$ cat src/common/brat_pkg.sv
package brat_pkg;

    // ========================================
    // Sizes
    // ========================================

    // Data and PC width
    localparam int XLEN = 32;

    // Execute lanes that report branch outcomes
    localparam int NUM_LANES = 3;

    // Branch resolution table
    localparam int BRAT_DEPTH = 8;
    localparam int BRAT_ID_W  = 3;

    // Global history and pattern table
    localparam int HIST_W      = 6;
    localparam int PHT_ENTRIES = 64;
    localparam int PHT_INDEX_W = 6;

    // Weakly not-taken
    localparam logic [1:0] CTR_INIT = 2'b01;

    // ========================================
    // Types
    // ========================================

    typedef logic [XLEN-1:0]      pc_t;
    typedef logic [BRAT_ID_W-1:0] brat_id_t;
    typedef logic [HIST_W-1:0]    ghist_t;

    // One predicted branch from the front end, in program order
    typedef struct packed {
        logic valid;
        pc_t  pc;
        logic predicted_taken;
    } alloc_req_t;

    // Outcome strobe from one execute lane
    typedef struct packed {
        logic     valid;
        brat_id_t id;
        logic     mispredicted;
        logic     taken;
        pc_t      correct_pc;
    } exec_result_t;

    // In-order release of the oldest resolved branch
    typedef struct packed {
        logic   valid;
        logic   mispredicted;
        logic   taken;
        pc_t    pc;
        pc_t    correct_pc;
        ghist_t history;
    } retire_t;

endpackage

$ cat src/brat/brat_table.sv
`timescale 1ns/1ns

module brat_table (
    input  logic                                             clk,
    input  logic                                             reset_i,
    input  brat_pkg::alloc_req_t                             alloc_i,
    input  brat_pkg::ghist_t                                 alloc_hist_i,
    input  brat_pkg::exec_result_t [brat_pkg::NUM_LANES-1:0] exec_i,
    output brat_pkg::brat_id_t                               alloc_id_o,
    output logic                                             brat_full_o,
    output brat_pkg::retire_t                                retire_o,
    output logic                                             redirect_o,
    output brat_pkg::pc_t                                    redirect_pc_o
);

    // Tail is the next index handed out
    brat_pkg::brat_id_t head_q;
    brat_pkg::brat_id_t tail_q;
    logic [brat_pkg::BRAT_ID_W:0] count_q;

    // Per-entry state flags
    logic [brat_pkg::BRAT_DEPTH-1:0] busy_q;
    logic [brat_pkg::BRAT_DEPTH-1:0] resolved_q;

    // Entry payload written at allocation
    brat_pkg::pc_t    pc_mem   [brat_pkg::BRAT_DEPTH];
    brat_pkg::ghist_t hist_mem [brat_pkg::BRAT_DEPTH];

    // Entry payload written by the lanes
    brat_pkg::pc_t                   cpc_mem [brat_pkg::BRAT_DEPTH];
    logic [brat_pkg::BRAT_DEPTH-1:0] mispred_mem;
    logic [brat_pkg::BRAT_DEPTH-1:0] taken_mem;

    logic              alloc_en;
    logic              release_en;
    logic              flush;
    brat_pkg::retire_t retire_q;

    assign brat_full_o = (count_q == brat_pkg::BRAT_DEPTH);
    assign alloc_en    = alloc_i.valid && !brat_full_o;

    // Resolved flags only ever sit on busy entries
    assign release_en = resolved_q[head_q];
    assign flush      = release_en && mispred_mem[head_q];

    // ========================================
    // Pointers and flags
    // ========================================

    always_ff @(posedge clk) begin
        if (reset_i || flush) begin
            // Mispredicted head drops every younger entry and any new allocation
            head_q     <= '0;
            tail_q     <= '0;
            count_q    <= '0;
            busy_q     <= '0;
            resolved_q <= '0;
        end else begin
            if (alloc_en) begin
                tail_q             <= tail_q + 1'b1;
                busy_q[tail_q]     <= 1'b1;
                resolved_q[tail_q] <= 1'b0;
            end

            if (release_en) begin
                head_q             <= head_q + 1'b1;
                busy_q[head_q]     <= 1'b0;
                resolved_q[head_q] <= 1'b0;
            end

            // Lanes mark distinct entries in any order
            for (int l = 0; l < brat_pkg::NUM_LANES; l++) begin
                if (exec_i[l].valid && busy_q[exec_i[l].id]) begin
                    resolved_q[exec_i[l].id] <= 1'b1;
                end
            end

            if (alloc_en && !release_en) begin
                count_q <= count_q + 1'b1;
            end else if (!alloc_en && release_en) begin
                count_q <= count_q - 1'b1;
            end
        end
    end

    // ========================================
    // Entry storage
    // ========================================

    always_ff @(posedge clk) begin
        if (alloc_en) begin
            pc_mem[tail_q]   <= alloc_i.pc;
            hist_mem[tail_q] <= alloc_hist_i;
        end

        for (int l = 0; l < brat_pkg::NUM_LANES; l++) begin
            if (exec_i[l].valid) begin
                mispred_mem[exec_i[l].id] <= exec_i[l].mispredicted;
                taken_mem[exec_i[l].id]   <= exec_i[l].taken;
                cpc_mem[exec_i[l].id]     <= exec_i[l].correct_pc;
            end
        end
    end

    // ========================================
    // In-order release register
    // ========================================

    always_ff @(posedge clk) begin
        if (reset_i) begin
            retire_q.valid <= 1'b0;
        end else begin
            retire_q.valid <= release_en;
            if (release_en) begin
                retire_q.mispredicted <= mispred_mem[head_q];
                retire_q.taken        <= taken_mem[head_q];
                retire_q.pc           <= pc_mem[head_q];
                retire_q.correct_pc   <= cpc_mem[head_q];
                retire_q.history      <= hist_mem[head_q];
            end
        end
    end

    assign retire_o      = retire_q;
    assign alloc_id_o    = tail_q;

    // Redirect rides on the release that emptied the table
    assign redirect_o    = retire_q.valid && retire_q.mispredicted;
    assign redirect_pc_o = retire_q.correct_pc;

    // ========================================
    // Checks
    // ========================================

    // Front end must hold allocations while full
    a_alloc_not_full: assert property (@(posedge clk) disable iff (reset_i)
        alloc_i.valid |-> !brat_full_o)
        else $error("allocation while branch table is full");

    // A lane may only resolve an allocated entry
    for (genvar g = 0; g < brat_pkg::NUM_LANES; g++) begin : g_lane_chk
        a_strobe_busy: assert property (@(posedge clk) disable iff (reset_i)
            exec_i[g].valid |-> busy_q[exec_i[g].id])
            else $error("lane %0d resolved an entry that is not allocated", g);
    end

    // Nothing leaves the table on the first cycle out of reset
    a_quiet_after_reset: assert property (@(posedge clk)
        $fell(reset_i) |=> (!retire_o.valid && !redirect_o))
        else $error("release or redirect right after reset");

endmodule

$ cat src/logic/gshare_predictor.sv
`timescale 1ns/1ns

module gshare_predictor (
    input  logic                 clk,
    input  logic                 reset_i,
    input  brat_pkg::pc_t        predict_pc_i,
    output logic                 predict_taken_o,
    input  brat_pkg::alloc_req_t alloc_i,
    output brat_pkg::ghist_t     history_o,
    input  brat_pkg::retire_t    retire_i
);

    // 2-bit saturating counters
    logic [1:0] pht_q [brat_pkg::PHT_ENTRIES];

    // Speculative global history
    brat_pkg::ghist_t ghist_q;

    logic [brat_pkg::PHT_INDEX_W-1:0] lookup_idx;
    logic [brat_pkg::PHT_INDEX_W-1:0] train_idx;
    logic                             shift_en;
    logic                             repair_en;

    // Word PC bits folded with the history
    function automatic logic [brat_pkg::PHT_INDEX_W-1:0] pht_index(
        input brat_pkg::pc_t    pc,
        input brat_pkg::ghist_t hist
    );
        return pc[brat_pkg::PHT_INDEX_W+1:2] ^ hist;
    endfunction

    // ========================================
    // Lookup
    // ========================================

    assign lookup_idx      = pht_index(predict_pc_i, ghist_q);
    assign predict_taken_o = pht_q[lookup_idx][1];
    assign history_o       = ghist_q;

    // ========================================
    // History
    // ========================================

    assign shift_en  = alloc_i.valid && alloc_i.predicted_taken;
    assign repair_en = retire_i.valid && retire_i.mispredicted;

    always_ff @(posedge clk) begin
        if (reset_i) begin
            ghist_q <= '0;
        end else if (repair_en) begin
            // Back to the history seen by the branch, plus its real outcome
            ghist_q <= {retire_i.history[brat_pkg::HIST_W-2:0], retire_i.taken};
        end else if (shift_en) begin
            ghist_q <= {ghist_q[brat_pkg::HIST_W-2:0], alloc_i.predicted_taken};
        end
    end

    // ========================================
    // Training
    // ========================================

    // Index comes from the state stored with the branch, not the live history
    assign train_idx = pht_index(retire_i.pc, retire_i.history);

    always_ff @(posedge clk) begin
        if (reset_i) begin
            for (int i = 0; i < brat_pkg::PHT_ENTRIES; i++) begin
                pht_q[i] <= brat_pkg::CTR_INIT;
            end
        end else if (retire_i.valid) begin
            if (retire_i.taken && (pht_q[train_idx] != 2'b11)) begin
                pht_q[train_idx] <= pht_q[train_idx] + 2'd1;
            end else if (!retire_i.taken && (pht_q[train_idx] != 2'b00)) begin
                pht_q[train_idx] <= pht_q[train_idx] - 2'd1;
            end
        end
    end

    // Front end is flushed while a repair lands, so no speculative shift then
    a_no_shift_on_repair: assert property (@(posedge clk) disable iff (reset_i)
        repair_en |-> !shift_en)
        else $error("history shift during a history repair");

endmodule

$ cat src/logic/branch_resolution_top.sv
`timescale 1ns/1ns

module branch_resolution_top (
    input  logic                                             clk,
    input  logic                                             reset_i,
    input  brat_pkg::alloc_req_t                             alloc_i,
    output brat_pkg::brat_id_t                               alloc_id_o,
    output logic                                             brat_full_o,
    input  brat_pkg::pc_t                                    predict_pc_i,
    output logic                                             predict_taken_o,
    input  brat_pkg::exec_result_t [brat_pkg::NUM_LANES-1:0] exec_i,
    output brat_pkg::retire_t                                retire_o,
    output logic                                             redirect_o,
    output brat_pkg::pc_t                                    redirect_pc_o
);

    // Speculative history captured into each new entry
    brat_pkg::ghist_t spec_hist;

    // Release stream, also trains the predictor
    brat_pkg::retire_t retire;

    // ========================================
    // Branch resolution table
    // ========================================

    brat_table i_brat_table (
        .clk           (clk),
        .reset_i       (reset_i),
        .alloc_i       (alloc_i),
        .alloc_hist_i  (spec_hist),
        .exec_i        (exec_i),
        .alloc_id_o    (alloc_id_o),
        .brat_full_o   (brat_full_o),
        .retire_o      (retire),
        .redirect_o    (redirect_o),
        .redirect_pc_o (redirect_pc_o)
    );

    // ========================================
    // Predictor
    // ========================================

    gshare_predictor i_gshare_predictor (
        .clk             (clk),
        .reset_i         (reset_i),
        .predict_pc_i    (predict_pc_i),
        .predict_taken_o (predict_taken_o),
        .alloc_i         (alloc_i),
        .history_o       (spec_hist),
        .retire_i        (retire)
    );

    assign retire_o = retire;

endmodule

$ cat config.mk
export PLATFORM = sky130hd
export DESIGN_NAME = branch_resolution_top
export DESIGN_NICKNAME = d
export VERILOG_FILES = /design/src/common/brat_pkg.sv /design/src/brat/brat_table.sv /design/src/logic/gshare_predictor.sv /design/src/logic/branch_resolution_top.sv
export SDC_FILE = /design/constraint.sdc
export NUM_CORES = 1
export LEC_CHECK = 0
export BUFFER_PORTS_ARGS = -buffer_cell sky130_fd_sc_hd__clkbuf_2
export CAP_MARGIN = 20
export CELL_PAD_IN_SITES_DETAIL_PLACEMENT = 1
export CELL_PAD_IN_SITES_GLOBAL_PLACEMENT = 2
export CORE_UTILIZATION = 45
export DETAILED_ROUTE_END_ITERATION = 6
export GPL_ROUTABILITY_DRIVEN = 0
export PLACE_DENSITY = 0.91
export SLEW_MARGIN = 15
export SYNTH_ARGS = -nofsm -noshare
export SYNTH_HDL_FRONTEND = slang
export SYNTH_SLANG_ARGS = --single-unit
$ cat constraint.sdc
create_clock -name clk -period 8.5 [get_ports clk]
set_clock_uncertainty 0.15 [all_clocks]
set_input_delay 0.85 -clock clk [delete_from_list [all_inputs] [get_ports clk]]
set_output_delay 0.85 -clock clk [all_outputs]
set_load 0.05 [all_outputs]
### After elaboration in Yosys (flattened, before gate mapping)

Memories as Yosys holds them, arrays and structs flattened. A register that Yosys moved wholly into a read port is not among the register bits.
Index checks and enable logic that the tools add are counted.

| storage, ports and cells | value |
|---|---|
| flip-flop bits (word level) | 51 |
| bits in writable memories | 688 |
| bits of input ports | 182 |
| memories kept | 4 |
| word-level logic and storage cells | 145 |
| output and inout port bits | 111 |

Memories:

| name | words | bits a word | rd ports | clocked after Yosys merged registers in | write ports | RTL line | RTL |
|---|---|---|---|---|---|---|---|
| i_brat_table.cpc_mem | 8 | 32 | 1 | 1 | 3 | brat_table.sv:30 | `brat_pkg::pc_t cpc_mem [brat_pkg::BRAT_DEPTH];` |
| i_brat_table.pc_mem | 8 | 32 | 1 | 1 | 1 | brat_table.sv:26 | `brat_pkg::pc_t pc_mem [brat_pkg::BRAT_DEPTH];` |
| i_gshare_predictor.pht_q | 64 | 2 | 2 | 0 | 64 | gshare_predictor.sv:14 | `logic [1:0] pht_q [brat_pkg::PHT_ENTRIES];` |
| i_brat_table.hist_mem | 8 | 6 | 1 | 1 | 1 | brat_table.sv:27 | `brat_pkg::ghist_t hist_mem [brat_pkg::BRAT_DEPTH];` |

| cells by class | value |
|---|---|
| add/subtract/negate cells | 6 |
| reduce and logical (&&, ||, !) cells | 26 |
| muxes and demuxes | 73 |
| eq/ne operators | 2 |
| bitwise gates (word level) | 13 |
| magnitude comparators | 10 |

Operators by type and width:

| cell | count |
|---|---|
| two-way mux 8 bit | 18 |
| bitwise mux 8 bit | 6 |
| bitwise OR 8 bit | 4 |
| two-way mux 1 bit | 31 |
| bitwise AND 8 bit | 3 |
| less-than comparator 3 x 4 -> 1 bit, second input constant | 5 |
| binary-select mux 1 bit (select 3 bit) | 6 |
| two-way mux 6 bit | 3 |
| logical AND 1 bit | 16 |
| NOT 8 bit | 2 |
| demux 1 bit (select 3 bit) | 5 |
| >= comparator 3 x 1 -> 1 bit, second input constant | 5 |
| bitwise XOR 6 bit | 2 |
| two-way mux 4 bit | 2 |
| adder 3 x 1 -> 3 bit, second input constant | 2 |
| nonzero test 2 bit | 3 |
| adder 4 x 1 -> 4 bit, second input constant | 1 |
| equality test 4 bit, second input constant | 1 |
| logical NOT 1 bit | 4 |
| two-way mux 2 bit | 2 |
| subtractor 4 x 1 -> 4 bit, second input constant | 1 |
| adder 2 x 1 -> 2 bit, second input constant | 1 |
| inequality test 2 bit, second input constant | 1 |
| AND reduction 2 bit | 1 |
| 5 further kinds | 5 |

### Longest topological paths before layout

| logic depth | value |
|---|---|
| depth in word-level cells | 19 |
| depth in mapped cells | 15 |
| depth with buffers taken out | 14 |

### Cells and area by module

A second synthesis with hierarchy kept.

| unflattened totals | value |
|---|---|
| cell total of the unflattened synthesis | 3,179 |
| area total of the unflattened synthesis | 39,835.7 µm² |

Modules (own cells, without submodules):

| module | times used | sequential area each (µm²) | area each (µm²) | cells each |
|---|---|---|---|---|
| brat_table | 1 | 19,839.0 | 31,864.3 | 2,517 |
| gshare_predictor | 1 | 3,963.8 | 7,971.4 | 662 |

### Worst setup path after synthesis

OpenSTA, ideal clock, no wires.

| timing path | value |
|---|---|
| path kind | input -> register |
| start | input reset_i |
| end | register i_brat_table.redirect_pc_o[0] (netlist name) |
| stages on the path | 3 |
| arrival time | 4,272 ps |
| path buffers | 2 |
| slack | 3,575 ps |
| data required time | 7,847 ps |
| setup time | 503 ps |
| cells stage by stage | clkbuf_1 > clkbuf_1 > nor2_1 |

| between the ends | value |
|---|---|
| cells in the longest elaborated chain, start to end | 2 |

RTL lines:

| what | RTL line | RTL |
|---|---|---|
| from (decl) | branch_resolution_top.sv:5 | `input logic reset_i,` |
| NOT 1 bit (no line) | - |  |
| AND reduction 2 bit (no line) | - |  |

No other way between the ends.
A chain may end at the register's enable or synchronous reset.

==> results.rst <==
.. list-table::
   :header-rows: 1

   * - Metric
     - Value
   * - Result of the run
     - completed
   * - Distinct cells, synth
     - 55
   * - Fmax
     - 0.180 GHz
   * - Final sum of negative setup slack
     - 0 ns
   * - GRT Total Usage
     - 0.277
   * - Period utilisation layout
     - 0.653
   * - Worst supply voltage drop on vdd
     - 183 µV
   * - Setup repair after global routing missed its margin
     - false
   * - Min cycle time layout
     - 5.55 ns
   * - Critical path type
     - register to register
   * - Post-DR vias/cell
     - 6.13
   * - Data arrival time of the critical path
     - 5.78 ns
   * - Worst Hold Path Cells
     - 1
   * - FF+latch count, synth
     - 809
   * - Cell types occupying the most area after synthesis
     - sky130_fd_sc_hd__edfxtp_1 57%, sky130_fd_sc_hd__mux2i_1 11%, sky130_fd_sc_hd__mux2_2 3.1%
   * - Pin count of the biggest net entering global routing
     - 154
   * - Fin cells
     - 4540
   * - Sink count of the clock tree
     - 809
   * - Length of the first detailed-routing pass in iterations
     - 5
   * - Count of buffers inserted at the top-level ports
     - 266
   * - Number of buffers between clock root and the deepest sink
     - 3
   * - Die area
     - 89400 µm²
   * - Worst-case reg-to-reg path depth
     - 12
   * - Wire per inst
     - 27.7 µm
   * - Worst slew pin tran
     - 1.26 ns
   * - FF+latch area
     - 23800 µm²
   * - Max-capacitance violation count
     - 0
   * - Kind of launch point of the worst setup path
     - register
   * - X dimension of the die
     - 299 µm
   * - Power Density
     - 208 nW/µm²
   * - Synth top area share
     - 0.575
   * - Required time of the critical path
     - 8.73 ns
   * - Synthesis Warnings
     - 0
   * - Clk root buf
     - sky130_fd_sc_hd__clkbuf_16
   * - Residual antenna-violating net count after detailed routing
     - 0
   * - Grt total ovfl
     - 0
   * - Synthesized area divided by synthesized cell count
     - 12.2 µm²
   * - Clock transition at the register clock pins on the worst setup and hold paths after CTS
     - 0.06 ns
   * - Final max-slew violation count
     - 0
   * - Sequential element share of the synthesized area
     - 0.599
   * - Cell area after synthesis
     - 39700 µm²
   * - Total setup violations reported at the end of the flow
     - 0
   * - Net count of the mapped netlist
     - 3445
   * - Via count
     - 27800
   * - Number of global-route vias before repair
     - 28800
   * - Fraction of layout instances using a drive strength above 1
     - 0.206
   * - Synth-to-Final Area Change
     - 11.8%
   * - Number of design rule violations left after detail routing
     - 0
   * - Initial Util
     - 0.456
   * - Count of final hold-check violations
     - 0
   * - Dominant cell type by area after synthesis
     - sky130_fd_sc_hd__edfxtp_1
   * - Detailed Route Iter0 Violations
     - 2263
   * - Wire length reported by the detailed router
     - 126000 µm
   * - Num CTS Buffers
     - 87
   * - Final worst hold slack
     - 0.303 ns
   * - Overall power of the completed layout
     - 9.24 mW
   * - Number of standard-cell rows in the floorplan
     - 108
   * - Dominant synthesized flop cell
     - sky130_fd_sc_hd__edfxtp_1
   * - Source-to-sink clock delay at the later pin of the worst-skew pair
     - 0.67 ns
   * - Height of the chip
     - 299 µm
   * - Mapped Cells
     - 3257
   * - Number of antenna violations at the first check in global routing
     - 27
   * - Path type of the worst min-delay path
     - input pin to register
   * - CTS tree
     - yes
   * - Standby leakage power
     - 15.1 nW
   * - DPL Wire Length
     - 72400 µm
   * - Max transition margin
     - 0.158
   * - Multi-input gate area
     - 14500 µm²
   * - Quantity of hold-fixing buffers added after cts
     - 0
   * - Cell Count Post-Placement
     - 4369
   * - Area of the core
     - 87000 µm²
   * - Post-synth ARST share
     - 0
   * - Type of element capturing the critical path
     - register
   * - CTS HTree Levels
     - 3
   * - Final core utilization
     - 0.510
   * - Post-synth EDFFs
     - 760
   * - Resized Gates After CTS
     - 0
   * - Nets@finish
     - 3491
   * - IO Pins
     - 293
   * - Maximum fanout along the worst path
     - 92
   * - First-pass GRT wire length
     - 186000 µm
   * - Filler instances
     - 8951
   * - Post-CTS setup buffers
     - 0
==> Yosys cell counts (64+ instances only) <==
master / number
sky130_fd_sc_hd__a21oi_1: 200
sky130_fd_sc_hd__a22oi_1: 100
sky130_fd_sc_hd__a31o_2: 64
sky130_fd_sc_hd__clkbuf_1: 229
sky130_fd_sc_hd__edfxtp_1: 760
sky130_fd_sc_hd__mux2_2: 110
sky130_fd_sc_hd__mux2i_1: 437
sky130_fd_sc_hd__nand2_1: 237
sky130_fd_sc_hd__nand3_1: 97
sky130_fd_sc_hd__nor2_1: 283
sky130_fd_sc_hd__nor4_1: 64
sky130_fd_sc_hd__o21ai_0: 217
sky130_fd_sc_hd__o22a_1: 72
==> layout make-up <==
cell class,count,share of cell area
Antenna cell,7,0.000395
Timing Repair Buffer,330,0.0411
Multi-Input combinational cell,2067,0.326
Sequential cell,809,0.537
Clock buffer,114,0.0513
Clock inverter,50,0.0113
Inverter,8,0.000677
Tap cell,1155,0.0326
==> critical path: stages, from the launching register on <==
cell and delay (ns):
sky130_fd_sc_hd__edfxtp_1 0.58, sky130_fd_sc_hd__xnor2_4 0.20, sky130_fd_sc_hd__buf_4 0.76, sky130_fd_sc_hd__mux2i_1 0.27
sky130_fd_sc_hd__o22ai_1 0.17, sky130_fd_sc_hd__o21ai_1 0.26, sky130_fd_sc_hd__nand2_1 0.09, sky130_fd_sc_hd__nor4_2 0.26
sky130_fd_sc_hd__buf_4 0.26, sky130_fd_sc_hd__nor2b_1 0.12, sky130_fd_sc_hd__o22ai_4 0.77, sky130_fd_sc_hd__buf_4 0.86
sky130_fd_sc_hd__a31o_2 0.31
==> where the power goes <==
part / switching [mW] / leakage [nW] / internal (mW)
logic: 0.527 / 6.51 / 0.299
clock network: 1.67 / 1.34 / 2.05
registers: 0.0813 / 7.29 / 4.61
total: 2.28 / 15.1 / 6.96
==> final timing paths <==
path	from	to	slack, ns
setup / recovery	i_brat_table.retire_o[0]	i_gshare_predictor.pht_q[37][0]	2.95
hold / removal	alloc_i[20]	i_brat_table.pc_mem[5][19]	0.30
setup reg to reg	i_brat_table.retire_o[0]	i_gshare_predictor.pht_q[37][0]	2.95
hold reg to reg	i_brat_table.resolved_q[1]	i_brat_table.busy_q[1]	0.33
==> flip-flops by register name, summed over array words and instances, names as in the netlist <==
name                          flops
i_brat_table.count_q              4
i_brat_table.redirect_pc_o       32
i_brat_table.head_q               3
i_gshare_predictor.history_o      6
i_gshare_predictor.pht_q        128
i_brat_table.resolved_q           8
i_brat_table.taken_mem            8
i_brat_table.cpc_mem            256
i_brat_table.retire_o            41
i_brat_table.busy_q               8
i_brat_table.pc_mem             256
i_brat_table.alloc_id_o           3
i_brat_table.mispred_mem          8
i_brat_table.hist_mem            48
==> cells by family (layout without fill, tap and decap cells) <==
kind of cell             count (synthesis)  in the layout  synth area share
XOR/XNOR                                26             26           0.00640
multiplexers                           569            569             0.154
AND/OR/NAND/NOR                        742            742            0.0812
adder cells (fa/ha/maj)                  6              6           0.00208
flip-flops                             809            809             0.599
AO/OA/AOI/OAI                          724            724             0.114
buffers and inverters                  381            502            0.0427
other                                    0              7                 0
==> cells in the final DEF, fill, tap and decap left out, drive strengths merged, types with 3 or more instances in the layout <==
| cell | n |
|---|---|
| a211oi | 3 |
| a21o | 3 |
| a21oi | 201 |
| a221oi | 6 |
| a22oi | 100 |
| a311oi | 6 |
| a31o | 64 |
| a31oi | 9 |
| a32oi | 8 |
| and2 | 6 |
| buf | 64 |
| bufinv | 4 |
| clkbuf | 380 |
| clkinv | 42 |
| clkinvlp | 3 |
| dfxtp | 49 |
| diode | 7 |
| edfxtp | 760 |
| ha | 5 |
| inv | 9 |
| mux2 | 110 |
| mux2i | 437 |
| mux4 | 22 |
| nand2 | 237 |
| nand2b | 10 |
| nand3 | 97 |
| nand4 | 4 |
| nor2 | 283 |
| nor2b | 17 |
| nor3 | 10 |
| nor4 | 65 |
| o21ai | 221 |
| o22a | 72 |
| o22ai | 26 |
| or3 | 3 |
| xnor2 | 11 |
| xor2 | 15 |
==> metal layers <==
layer | track usage | wire length (µm)
met1 | 0.360 | 51400
met3 | 0.0449 | 8390
met2 | 0.469 | 61800
met4 | 0.0940 | 3870
met5 | 0 | 218
==> stage by stage <==
step	instance area, µm²	setup slack, ns
4_1_cts	44400	3.11
3_5_place_dp	41600	3.15
2_1_floorplan	39700	3.58
3_3_place_gp	41600	3.17
5_1_grt	44400	2.69
6_report	44400	2.95
(Power assumes the default switching activity.)
